**src/logic/risc_config.svh**
```systemverilog
`ifndef RISC_CONFIG_SVH
`define RISC_CONFIG_SVH

// Width of a data word and of one instruction
`define RISC_WORD_W 16

// Size of the general purpose register file
`define RISC_REG_COUNT 16

// Number of words in the shared memory, addressed by eight bits
`define RISC_MEM_DEPTH 256

// Seven-segment digits on the display, address on the left half
`define RISC_DIGITS 8

// Clocks each digit stays lit before the scan moves on
`define RISC_SCAN_DIV 4

`endif

```
**src/logic/risc_pkg.sv**
```systemverilog
`include "risc_config.svh"

package risc_pkg;

	// Plain vectors for the widths that mean something in the design
	typedef logic [`RISC_WORD_W-1:0] word_t;
	typedef logic [$clog2(`RISC_MEM_DEPTH)-1:0] mem_addr_t;
	typedef logic [$clog2(`RISC_REG_COUNT)-1:0] reg_idx_t;
	typedef logic [3:0] nibble_t;

	// Active-low segments with bit 6 as segment a and bit 0 as segment g
	typedef logic [6:0] seg_t;

	// Codes C to E are unused and end the program like HALT
	typedef enum logic [3:0] {
		ADD  = 4'h0,
		SUB  = 4'h1,
		AND  = 4'h2,
		OR   = 4'h3,
		XOR  = 4'h4,
		SHL  = 4'h5,
		SHR  = 4'h6,
		LDI  = 4'h7,
		LD   = 4'h8,
		ST   = 4'h9,
		JZ   = 4'hA,
		JMP  = 4'hB,
		HALT = 4'hF
	} opcode_t;

	// FETCH is code zero so a cleared status shows a processor at rest
	typedef enum logic [3:0] {
		FETCH     = 4'h0,
		DECODE    = 4'h1,
		EXECUTE   = 4'h2,
		MEM_READ  = 4'h3,
		MEM_WRITE = 4'h4,
		WRITEBACK = 4'h5,
		HALTED    = 4'h6
	} ctrl_state_t;

	// The low byte {rs, rt} doubles as imm8 for LDI and the jumps
	typedef struct packed {
		opcode_t  opcode;
		reg_idx_t rd;
		reg_idx_t rs;
		reg_idx_t rt;
	} instr_t;

	// Levels held for a whole control state and acted on at the step strobe
	typedef struct packed {
		logic ir_load;
		logic pc_inc;
		logic pc_jump;
		logic reg_write;
		logic wb_from_mem;
		logic alu_to_flags;
		logic addr_from_reg;
	} ctrl_t;

	// Eight status LEDs, halted on the left and the state code on the right
	typedef struct packed {
		logic        halted;
		logic        carry;
		logic        negative;
		logic        zero;
		ctrl_state_t state;
	} status_t;

endpackage

```
**src/logic/risc_control.sv**
```systemverilog
module risc_control (
	input  logic                  clk,
	input  logic                  rst_n,
	input  logic                  step,
	input  risc_pkg::opcode_t     opcode,
	input  logic                  zero,
	output risc_pkg::ctrl_t       ctrl,
	output risc_pkg::ctrl_state_t state
);
	import risc_pkg::*;

	ctrl_state_t state_next;
	logic        is_alu;
	logic        is_reg_wb;

	// Operations that go through the ALU and update the flags
	assign is_alu = opcode inside {ADD, SUB, AND, OR, XOR, SHL, SHR};

	// LDI writes a register too, but it leaves the flags alone
	assign is_reg_wb = is_alu || (opcode == LDI);

	// One state per step strobe, nothing moves between strobes
	always_ff @(posedge clk) begin
		if (!rst_n) begin
			state <= FETCH;
		end else if (step) begin
			state <= state_next;
		end
	end

	// The opcode is only valid from EXECUTE on, after DECODE has filled the IR
	always_comb begin
		state_next = state;
		case (state)
			FETCH: begin
				state_next = DECODE;
			end
			DECODE: begin
				state_next = EXECUTE;
			end
			EXECUTE: begin
				if (is_reg_wb || opcode == JZ || opcode == JMP) begin
					state_next = WRITEBACK;
				end else if (opcode == LD) begin
					state_next = MEM_READ;
				end else if (opcode == ST) begin
					state_next = MEM_WRITE;
				end else begin
					// HALT and the unused codes stop here
					state_next = HALTED;
				end
			end
			MEM_READ: begin
				state_next = WRITEBACK;
			end
			MEM_WRITE: begin
				state_next = FETCH;
			end
			WRITEBACK: begin
				state_next = FETCH;
			end
			HALTED: begin
				state_next = HALTED;
			end
			default: begin
				state_next = FETCH;
			end
		endcase
	end

	// Strobes per state; the execution unit qualifies each one with step
	always_comb begin
		ctrl = '0;
		case (state)
			DECODE: begin
				// Memory has held the word at PC since FETCH, so take it now
				ctrl.ir_load = 1'b1;
				ctrl.pc_inc  = 1'b1;
			end
			EXECUTE: begin
				ctrl.alu_to_flags = is_alu;
			end
			MEM_READ: begin
				ctrl.addr_from_reg = 1'b1;
			end
			MEM_WRITE: begin
				// the write itself happens on the step leaving this state
				ctrl.addr_from_reg = 1'b1;
			end
			WRITEBACK: begin
				if (opcode == LD) begin
					// Keep the load address so the read data stays put
					ctrl.addr_from_reg = 1'b1;
					ctrl.wb_from_mem   = 1'b1;
					ctrl.reg_write     = 1'b1;
				end else if (is_reg_wb) begin
					ctrl.reg_write = 1'b1;
				end else if (opcode == JMP) begin
					ctrl.pc_jump = 1'b1;
				end else if (opcode == JZ) begin
					ctrl.pc_jump = zero;
				end
			end
			default: begin
				ctrl = '0;
			end
		endcase
	end

endmodule

```
**config.mk**
```make
export PLATFORM = sky130hd
export DESIGN_NAME = risc_control
export DESIGN_NICKNAME = d
export VERILOG_FILES = /design/src/logic/risc_pkg.sv /design/src/logic/risc_control.sv
export VERILOG_INCLUDE_DIRS = /design/src /design/src/logic
export SDC_FILE = /design/constraint.sdc
export NUM_CORES = 1
export LEC_CHECK = 0
export BUFFER_PORTS_ARGS = -buffer_cell sky130_fd_sc_hd__buf_4
export CAP_MARGIN = 20
export CORE_AREA = 8 8 45 47
export DETAILED_ROUTE_END_ITERATION = 12
export DIE_AREA = 0 0 53 55
export HOLD_SLACK_MARGIN = 0.03
export PLACE_DENSITY_LB_ADDON = 0.25
export SLEW_MARGIN = 20
export SYNTH_ARGS = -nofsm -noshare
export SYNTH_HDL_FRONTEND = slang
export SYNTH_SLANG_ARGS = --single-unit
```
**constraint.sdc**
```tcl
create_clock -name clk -period 2.67 [get_ports clk]
set_clock_uncertainty 0.2 [all_clocks]
set_input_delay 0.267 -clock clk [delete_from_list [all_inputs] [get_ports clk]]
set_output_delay 0.267 -clock clk [all_outputs]
set_load 0.1 [all_outputs]
```
==> reports/metrics.cfg <==
[grt]
grt_max_degree = 11
grt_overflow_total = 0
first_global_vias = 324
grt_pass1_wl_um = 1410
antenna_found_initial = 0
track_usage_pct = 6.44

[worst_setup_path]
worstPathRequired_ns = 2.20
crit_buf_inv = 2
cp_max_fo = 5
cp_common_cell = buf_4
slowest_stage = or4b_4
path_class = in -> out
cp_cell_sequence = buf_4 > or4b_4 > a211o_1 > o21ai_2 > buf_4
critPathLaunchType = primary input
end_kind = output pin
cp.arrival_ns = 1.67
cp_slowest_stage_delay_ns = 0.59
r2r_slack_ns = 1.28
critPathTopFamily = simple AND/OR/NAND/NOR gates

[routing]
drt_wl_total_um = 893
routedWlPerCell_um = 12.1
vias = 339
drt_iter0_markers = 2
via_per_inst = 4.58
drcViolationCount = 0
drt_pass1_iterations = 2
drtAntennaViolNets = 0

[cts]
root_buffer = clkbuf_4
cts_setup_buffers = 0
clk_pin_slew_ns = 0.04
clock-sinks = 3
cts_resized = 0
cts_tree = done
cts_buffer_depth = 2
clk_latency_ns = 0.23
cts_buffers = 3
postCtsHoldBufs = 0
htree_levels = 1

[placement]
dp_hpwl_um = 715
gp_congestion = 0.649
dp.cells = 70
port_buffers = 17

[sta]
max_freq_mhz = 468
hold_viol_final = 0
rsz0062_at_grt = false
fin_crit_sh_pct = 80.0
holdWs_ns = 0.0827
fin_crit_ns = 2.14
setup_tns_ns = 0
finalSetupViolCount = 0
drv_slew = 0

[power_and_ir_drop]
switching_share_pct = 46.4
power_uw = 246
power_frac_comb_pct = 45.7
irDropWorstVdd_uv = 217
p_clk_share_pct = 31.4
p_leak_uw = 0.000202
power.density_nw_per_um2 = 496
power.net_switching_uw = 114
p_int_uw = 132
seqPwrFrac_pct = 22.9

[yosys]
synth_nets = 47
seq_area_frac_synth_pct = 21.0
synth_area_um2 = 287
synthCells = 39
avgSynthCellArea_um2 = 7.35
ys_seq_elements = 3
yosys.cell_types.count = 24
synth_warnings = 0

[cells_and_area]
area_growth_pct = 73.4
largest_register_ffs = 3
stdcell_count = 74
utilization_pct = 35.9
antenna_cells = 0
drive_above_1_share_pct = 51.7
largest-register = state
final_nets = 67
fillerInstances = 152
top_regs = state: 3 flops

[floorplanning]
die_area_um2 = 2920
rows = 14
coreArea_um2 = 1380
dieHeight_um = 55
die_width_um = 53
num_io_pins = 19
initial_core_util_pct = 20.7

[flow_run]
drv_cap = 0

[status]
status = finished, final reports clean

[worst_hold_path]
hold_path.class = in -> reg

-- layer usage --
| layer | routed length (um) | track usage (%) |
|---|---|---|
| met5 | 0 | 0 |
| met3 | 81 | 2.14 |
| met4 | 0 | 5.17 |
| met2 | 424 | 9.38 |
| met1 | 387 | 7.59 |
-- worst reg2reg max path, stage by stage (launching register included) --
cell	delay, ns
dfxtp_1	0.45
nand2b_1	0.27
nor3_1	0.07
o31a_1	0.29
-- through the flow --
stage                     instance area [um2]  setup slack [ns]
after floorplan                           338             0.182
after global placement                    470             0.535
after detailed placement                  470             0.534
after CTS                                 497             0.514
after global routing                      497             0.465
final                                     497             0.534
-- cells by family (layout without fill, tap and decap cells) --
group | Yosys count | in the layout | share of synthesized area (%)
AOI/OAI and AO/OA | 14 | 14 | 35.8
buffers and inverters | 6 | 25 | 10.5
DFF | 3 | 3 | 21.0
other | 1 | 1 | 1.31
and+or+nand+nor | 15 | 15 | 31.4
-- power groups by stage --
stage          Clock [uW]  Sequential [uW]  Combinational (uW)
2_1_floorplan           0             78.1                64.9
3_3_place_gp            0             57.4                 113
3_5_place_dp            0             57.2                 113
4_1_cts              82.5             56.6                 113
5_1_grt              84.3             57.6                 118
6_report             77.4             56.5                 113
-- path summary, 6_finish.rpt --
path | startpoint | to | cells after the start
worst max register to register | state[1] | state[1] | 3
worst min-delay path | rst_n | state[1] | 2
worst max-delay path | opcode[2] | ctrl[0] | 5
worst min register to register | state[2] | state[2] | 2
-- cell type report --
class	instances	area [um2]	area share (%)
Timing Repair Buffer	17	128	25.7
Tap cell	16	20.0	4.03
Inverter	4	15.0	3.02
Clock buffer	4	26.3	5.29
Multi-Input combinational cell	30	245	49.4
Sequential cell	3	62.6	12.6
-- cell usage after synthesis --
cell,n,area [um2]
nor2_1,5,18.8
inv_1,4,15.0
dfxtp_1,3,60.1
a21boi_0,2,15.0
a21oi_1,2,10.0
buf_4,2,15.0
nand2b_1,2,12.5
o2111ai_1,2,17.5
o21ai_0,2,10.0
a211o_1,1,8.76
a31oi_1,1,6.26
a32o_1,1,10.0
and4_1,1,8.76
and4b_1,1,10.0
conb_1,1,3.75
nand2_1,1,3.75
nand3_1,1,5.00
nor2b_1,1,6.26
nor3_1,1,5.00
o21a_1,1,7.51
o21ai_2,1,8.76
o31a_1,1,8.76
or2_2,1,6.26
or4b_4,1,13.8
-- cells in the final DEF (no fill, tap or decap), drive strengths merged, types with 2 or more instances in the layout --
cell type / instances
buf: 17
nor2: 5
inv: 4
clkbuf: 4
o21ai: 3
dfxtp: 3
nand2b: 2
o2111ai: 2
a21boi: 2
a21oi: 2
No activity file was read; power rests on OpenSTA's default activity.
