**config.mk**
```make
export PLATFORM = sky130hd
export DESIGN_NAME = display_scan
export DESIGN_NICKNAME = d
export VERILOG_FILES = /design/src/logic/risc_pkg.sv /design/src/logic/display_scan.sv
export VERILOG_INCLUDE_DIRS = /design/src /design/src/logic
export SDC_FILE = /design/constraint.sdc
export NUM_CORES = 1
export LEC_CHECK = 0
export BUFFER_PORTS_ARGS = -buffer_cell sky130_fd_sc_hd__clkbuf_2
export CAP_MARGIN = 20
export CORE_ASPECT_RATIO = 1.1
export CORE_UTILIZATION = 41
export DETAILED_ROUTE_END_ITERATION = 10
export GPL_TIMING_DRIVEN = 1
export PLACE_DENSITY = 0.75
export SLEW_MARGIN = 10
export SYNTH_ARGS = -nofsm -noshare
export SYNTH_HDL_FRONTEND = slang
export SYNTH_SLANG_ARGS = --single-unit
```
**constraint.sdc**
```tcl
create_clock -name clk -period 2.3 [get_ports clk]
set_input_delay 0.345 -clock clk [delete_from_list [all_inputs] [get_ports clk]]
set_output_delay 0.345 -clock clk [all_outputs]
set_load 0.02 [all_outputs]
```
**src/logic/risc_config.svh**
```systemverilog
`ifndef RISC_CONFIG_SVH
`define RISC_CONFIG_SVH

// Width of a data word and of one instruction
`define RISC_WORD_W 16

// Size of the general purpose register file
`define RISC_REG_COUNT 16

// Number of words in the shared memory, addressed by eight bits
`define RISC_MEM_DEPTH 256

// Seven-segment digits on the display, address on the left half
`define RISC_DIGITS 8

// Clocks each digit stays lit before the scan moves on
`define RISC_SCAN_DIV 4

`endif

```
**src/logic/risc_pkg.sv**
```systemverilog
`include "risc_config.svh"

package risc_pkg;

	// Plain vectors for the widths that mean something in the design
	typedef logic [`RISC_WORD_W-1:0] word_t;
	typedef logic [$clog2(`RISC_MEM_DEPTH)-1:0] mem_addr_t;
	typedef logic [$clog2(`RISC_REG_COUNT)-1:0] reg_idx_t;
	typedef logic [3:0] nibble_t;

	// Active-low segments with bit 6 as segment a and bit 0 as segment g
	typedef logic [6:0] seg_t;

	// Codes C to E are unused and end the program like HALT
	typedef enum logic [3:0] {
		ADD  = 4'h0,
		SUB  = 4'h1,
		AND  = 4'h2,
		OR   = 4'h3,
		XOR  = 4'h4,
		SHL  = 4'h5,
		SHR  = 4'h6,
		LDI  = 4'h7,
		LD   = 4'h8,
		ST   = 4'h9,
		JZ   = 4'hA,
		JMP  = 4'hB,
		HALT = 4'hF
	} opcode_t;

	// FETCH is code zero so a cleared status shows a processor at rest
	typedef enum logic [3:0] {
		FETCH     = 4'h0,
		DECODE    = 4'h1,
		EXECUTE   = 4'h2,
		MEM_READ  = 4'h3,
		MEM_WRITE = 4'h4,
		WRITEBACK = 4'h5,
		HALTED    = 4'h6
	} ctrl_state_t;

	// The low byte {rs, rt} doubles as imm8 for LDI and the jumps
	typedef struct packed {
		opcode_t  opcode;
		reg_idx_t rd;
		reg_idx_t rs;
		reg_idx_t rt;
	} instr_t;

	// Levels held for a whole control state and acted on at the step strobe
	typedef struct packed {
		logic ir_load;
		logic pc_inc;
		logic pc_jump;
		logic reg_write;
		logic wb_from_mem;
		logic alu_to_flags;
		logic addr_from_reg;
	} ctrl_t;

	// Eight status LEDs, halted on the left and the state code on the right
	typedef struct packed {
		logic        halted;
		logic        carry;
		logic        negative;
		logic        zero;
		ctrl_state_t state;
	} status_t;

endpackage

```
**src/logic/display_scan.sv**
```systemverilog
`include "risc_config.svh"

module display_scan (
	input  logic                    clk,
	input  logic                    rst_n,
	input  risc_pkg::word_t         shown_addr,
	input  risc_pkg::word_t         shown_data,
	output risc_pkg::seg_t          seg,
	output logic [`RISC_DIGITS-1:0] anode
);
	import risc_pkg::*;

	logic [$clog2(`RISC_SCAN_DIV)-1:0] div_cnt;
	logic [$clog2(`RISC_DIGITS)-1:0]   digit;
	logic [$clog2(`RISC_DIGITS)-1:0]   digit_next;
	logic [`RISC_DIGITS-1:0]           digit_onehot;
	logic [`RISC_DIGITS*4-1:0]         all_digits;
	logic                              tick;
	nibble_t                           nibble;

	// Address fills the upper four digits, data the lower four
	assign all_digits = {shown_addr, shown_data};
	assign nibble     = all_digits[digit*4 +: 4];

	assign tick       = (div_cnt == `RISC_SCAN_DIV - 1);
	assign digit_next = digit + 1'b1;

	always_comb begin
		digit_onehot             = '0;
		digit_onehot[digit_next] = 1'b1;
	end

	// Anodes stay dark until the first tick, then follow the digit counter
	always_ff @(posedge clk) begin
		if (!rst_n) begin
			div_cnt <= '0;
			digit   <= '0;
			anode   <= '1;
		end else if (tick) begin
			div_cnt <= '0;
			digit   <= digit_next;
			anode   <= ~digit_onehot;
		end else begin
			div_cnt <= div_cnt + 1'b1;
		end
	end

	// Hex font, segments a to g, a zero lights the segment
	always_comb begin
		case (nibble)
			4'h0: seg = 7'h01;
			4'h1: seg = 7'h4F;
			4'h2: seg = 7'h12;
			4'h3: seg = 7'h06;
			4'h4: seg = 7'h4C;
			4'h5: seg = 7'h24;
			4'h6: seg = 7'h20;
			4'h7: seg = 7'h0F;
			4'h8: seg = 7'h00;
			4'h9: seg = 7'h04;
			4'hA: seg = 7'h08;
			4'hB: seg = 7'h60;
			4'hC: seg = 7'h31;
			4'hD: seg = 7'h42;
			4'hE: seg = 7'h30;
			default: seg = 7'h38;
		endcase
	end

endmodule

```
==> impl_metrics.tcl <==
set metrics [dict create \
    synth_ff_type "dfxtp_1" \
    grt_max_degree 18 \
    drc 0 \
    cts_root_buffer "clkbuf_4" \
    dp_hpwl_um 2294 \
    tightest_slew_ns 0.5833 \
    cts_buffers 3 \
    worst_slack_ns -0.3834 \
    cp_max_fo 5 \
    maxCapViolCount 0 \
    cellPowerDensity_mw_per_mm2 433.3 \
    place_area_mm2 0.001439 \
    async_reset_ff_frac 0 \
    avgRoutedWirePerCell_um 14.81 \
    gp_congestion 0.8199 \
    drtIter0Drc 23 \
    antenna_found_initial 0 \
    fin_crit_ns 2.683 \
    pin_count 49 \
    fin_crit_sh 1.167 \
    grt_pass1_vias 1033 \
    synth_warnings 0 \
    crit_required_ns 1.96 \
    cp-end-kind "primary output" \
    max-vdd-ir-drop_mv 0.3912 \
    syn-mean-instance-area_um2 10.84 \
    reg2reg_slack_ns 0.61 \
    fin_skew_ns 0.001010 \
    syn_inst 97 \
    cts_tree "built" \
    drt-met1-wl_um 1202 \
    core_area_mm2 0.002342 \
    ys_seq_elements 13 \
    start_util 0.4487 \
    htreeDepth 1 \
    final_max_slew_viol_count 0 \
    min_path_cells 2 \
    num_antenna_cells 0 \
    status "finished with violations" \
    multiInputGateArea_um2 818.3 \
    die_x_um 50.28 \
    syn_to_final_growth_pct 56.79 \
    synth_nets 139 \
    relSlewSlack 0.6111 \
    final_layout_size_suffix_gt1_frac 0.6325 \
    min_path_type "in2reg" \
    r2r_cells 7 \
    seq_area_um2 264.0 \
    holdWs_ns 0.3663 \
    yosysSeqAreaShare 0.2476 \
    cts_sinks 13 \
    insertion_delay_ns 0.27 \
    avgViaCountPerCell 5.337 \
    synth_edf_count 0 \
    worstPathArrival_ns 2.34 \
    grt_pass1_wl_um 4636 \
    start_kind "flip-flop" \
    yosysUniqueCellTypes 33 \
    max_freq_mhz 372.7 \
    hold_buffers 0 \
    die_y_um 55.10 \
    p_leak_nw 0.7425 \
    violations "setup timing" \
    place.port_buffers 48 \
    num_rows 18 \
    clk_path_buf_depth 2 \
    firstDrtPassIters 4 \
    setup_viol 7 \
    met2_length_um 1513 \
    stdcell_area_mm2 0.001648 \
    fillers 185 \
    maxUsedRoutingLayer "met4" \
    syn_area_mm2 0.001051 \
    ant_nets 0 \
    nets 209 \
    routed_wl_um 2902 \
    met3_length_um 137 \
    grt-ovfl-total 0 \
    timing_worst_setup_path_type "reg2out" \
    clk_pin_slew_ns 0.08 \
    dieArea_mm2 0.002770 \
    finalHoldViolCount 0 \
    vias 1046 \
    rsz0062_at_grt "yes" \
    grt_usage 0.2293 \
]
final cells by class:
class                      instances  area share
sequential                        13      0.1602
inverter                           4    0.009112
clock buffer                       4     0.01595
tap                               30     0.02278
multi-input combinational         73      0.4966
timing repair buffer              72      0.2954
timing repair:
action | 4_1_cts | 5_1_grt
endpoints found under the setup margin | 7 | 7
buffers inserted | 8 | 3
gates resized for setup | 18 | 15
pin swaps | 3 | 1
per-layer routing:
layer	up-vias	track usage
met5	-	0
met4	0	0.1095
met3	6	0.01639
met2	46	0.4578
met1	492	0.2483
li1	502	-
registers in the layout, summed over array words and instances, names as in the netlist:
name,flops
digit,3
div_cnt,2
anode,8
metrics by stage:
step / setup WS (ns) / cells / total power [mW] / utilization / TNS (ns)
6_report: -0.3834 / 196 / 0.7140 / 0.7035 / -2.298
5_1_grt: -0.4500 / 196 / 0.7487 / 0.7035 / -2.818
4_1_cts: -0.3664 / 193 / 0.6878 / 0.6715 / -2.225
3_5_place_dp: -0.1066 / 181 / 0.5082 / 0.6143 / -0.3929
3_3_place_gp: -0.04704 / 181 / 0.4979 / 0.6143 / -0.09183
2_1_floorplan: -0.02795 / 97 / 0.4209 / - / -0.04936
final timing paths:
check | start | endpoint
hold / removal | rst_n | anode[2]
hold reg to reg | div_cnt[0] | div_cnt[0]
setup reg to reg | digit[0] | anode[7]
setup / recovery | digit[0] | seg[3]
report_power, final:
part | switching [mW] | internal [mW] | leakage, nW | total (mW)
Clock | 0.0728 | 0.0672 | 0.0150 | 0.140
Sequential | 0.00567 | 0.232 | 0.106 | 0.238
Combinational | 0.151 | 0.185 | 0.621 | 0.336
Total | 0.229 | 0.485 | 0.743 | 0.714
worst max-delay path, cell delays in order (launching register included):
cell     delay, ns
dfxtp_4       0.39
buf_6         0.13
mux4_2        0.52
mux2i_4       0.22
buf_4         0.16
ha_4          0.19
inv_2         0.06
mux2i_1       0.08
mux2i_2       0.15
buf_4         0.16
synthesized netlist by cell type, types with 2 or more instances:
cell       n  area [um^2]
o22ai_1    8        50.05
inv_1      4        15.01
nand2_1   10        37.54
nor2_1     2        7.510
mux4_1     7        183.9
mux2i_1    8        80.08
mux2_2     2        22.52
ha_1       8        100.1
and2_1     2        12.51
dfxtp_1   13        260.3
nand3b_1   2        15.01
xnor2_1    3        26.28
mux2i_4    2        45.04
nor3b_1    2        15.01
clkbuf_1   3        11.26
nand3_1    3        15.01
xor2_1     2        17.52
cell families (layout without fill, tap and decap cells):
| logic type | Yosys count | after routing | share of synthesized area |
|---|---|---|---|
| simple gates | 25 | 25 | 0.1226 |
| mux | 21 | 21 | 0.3500 |
| compound gates | 14 | 14 | 0.09167 |
| flops | 13 | 13 | 0.2476 |
| buf+inv | 11 | 80 | 0.05118 |
| fa+ha+maj | 8 | 8 | 0.09524 |
| xor+xnor | 5 | 5 | 0.04167 |
layout by cell type, fill, tap and decap left out, types with 2 or more instances in the layout:
cell type and count:
and2_1 2, mux2i_1 5, ha_1 4, nand2_1 10
mux2i_2 2, inv_2 3, nand3b_1 2, nor2_1 2
ha_4 2, mux2i_4 4, clkbuf_8 2, ha_2 2
clkbuf_2 41, dfxtp_1 12, buf_4 21, nand3_1 2
xor2_1 2, mux4_2 8, xnor2_1 3, buf_6 5
o22ai_1 8, clkbuf_4 3
(Power assumes the default switching activity.)
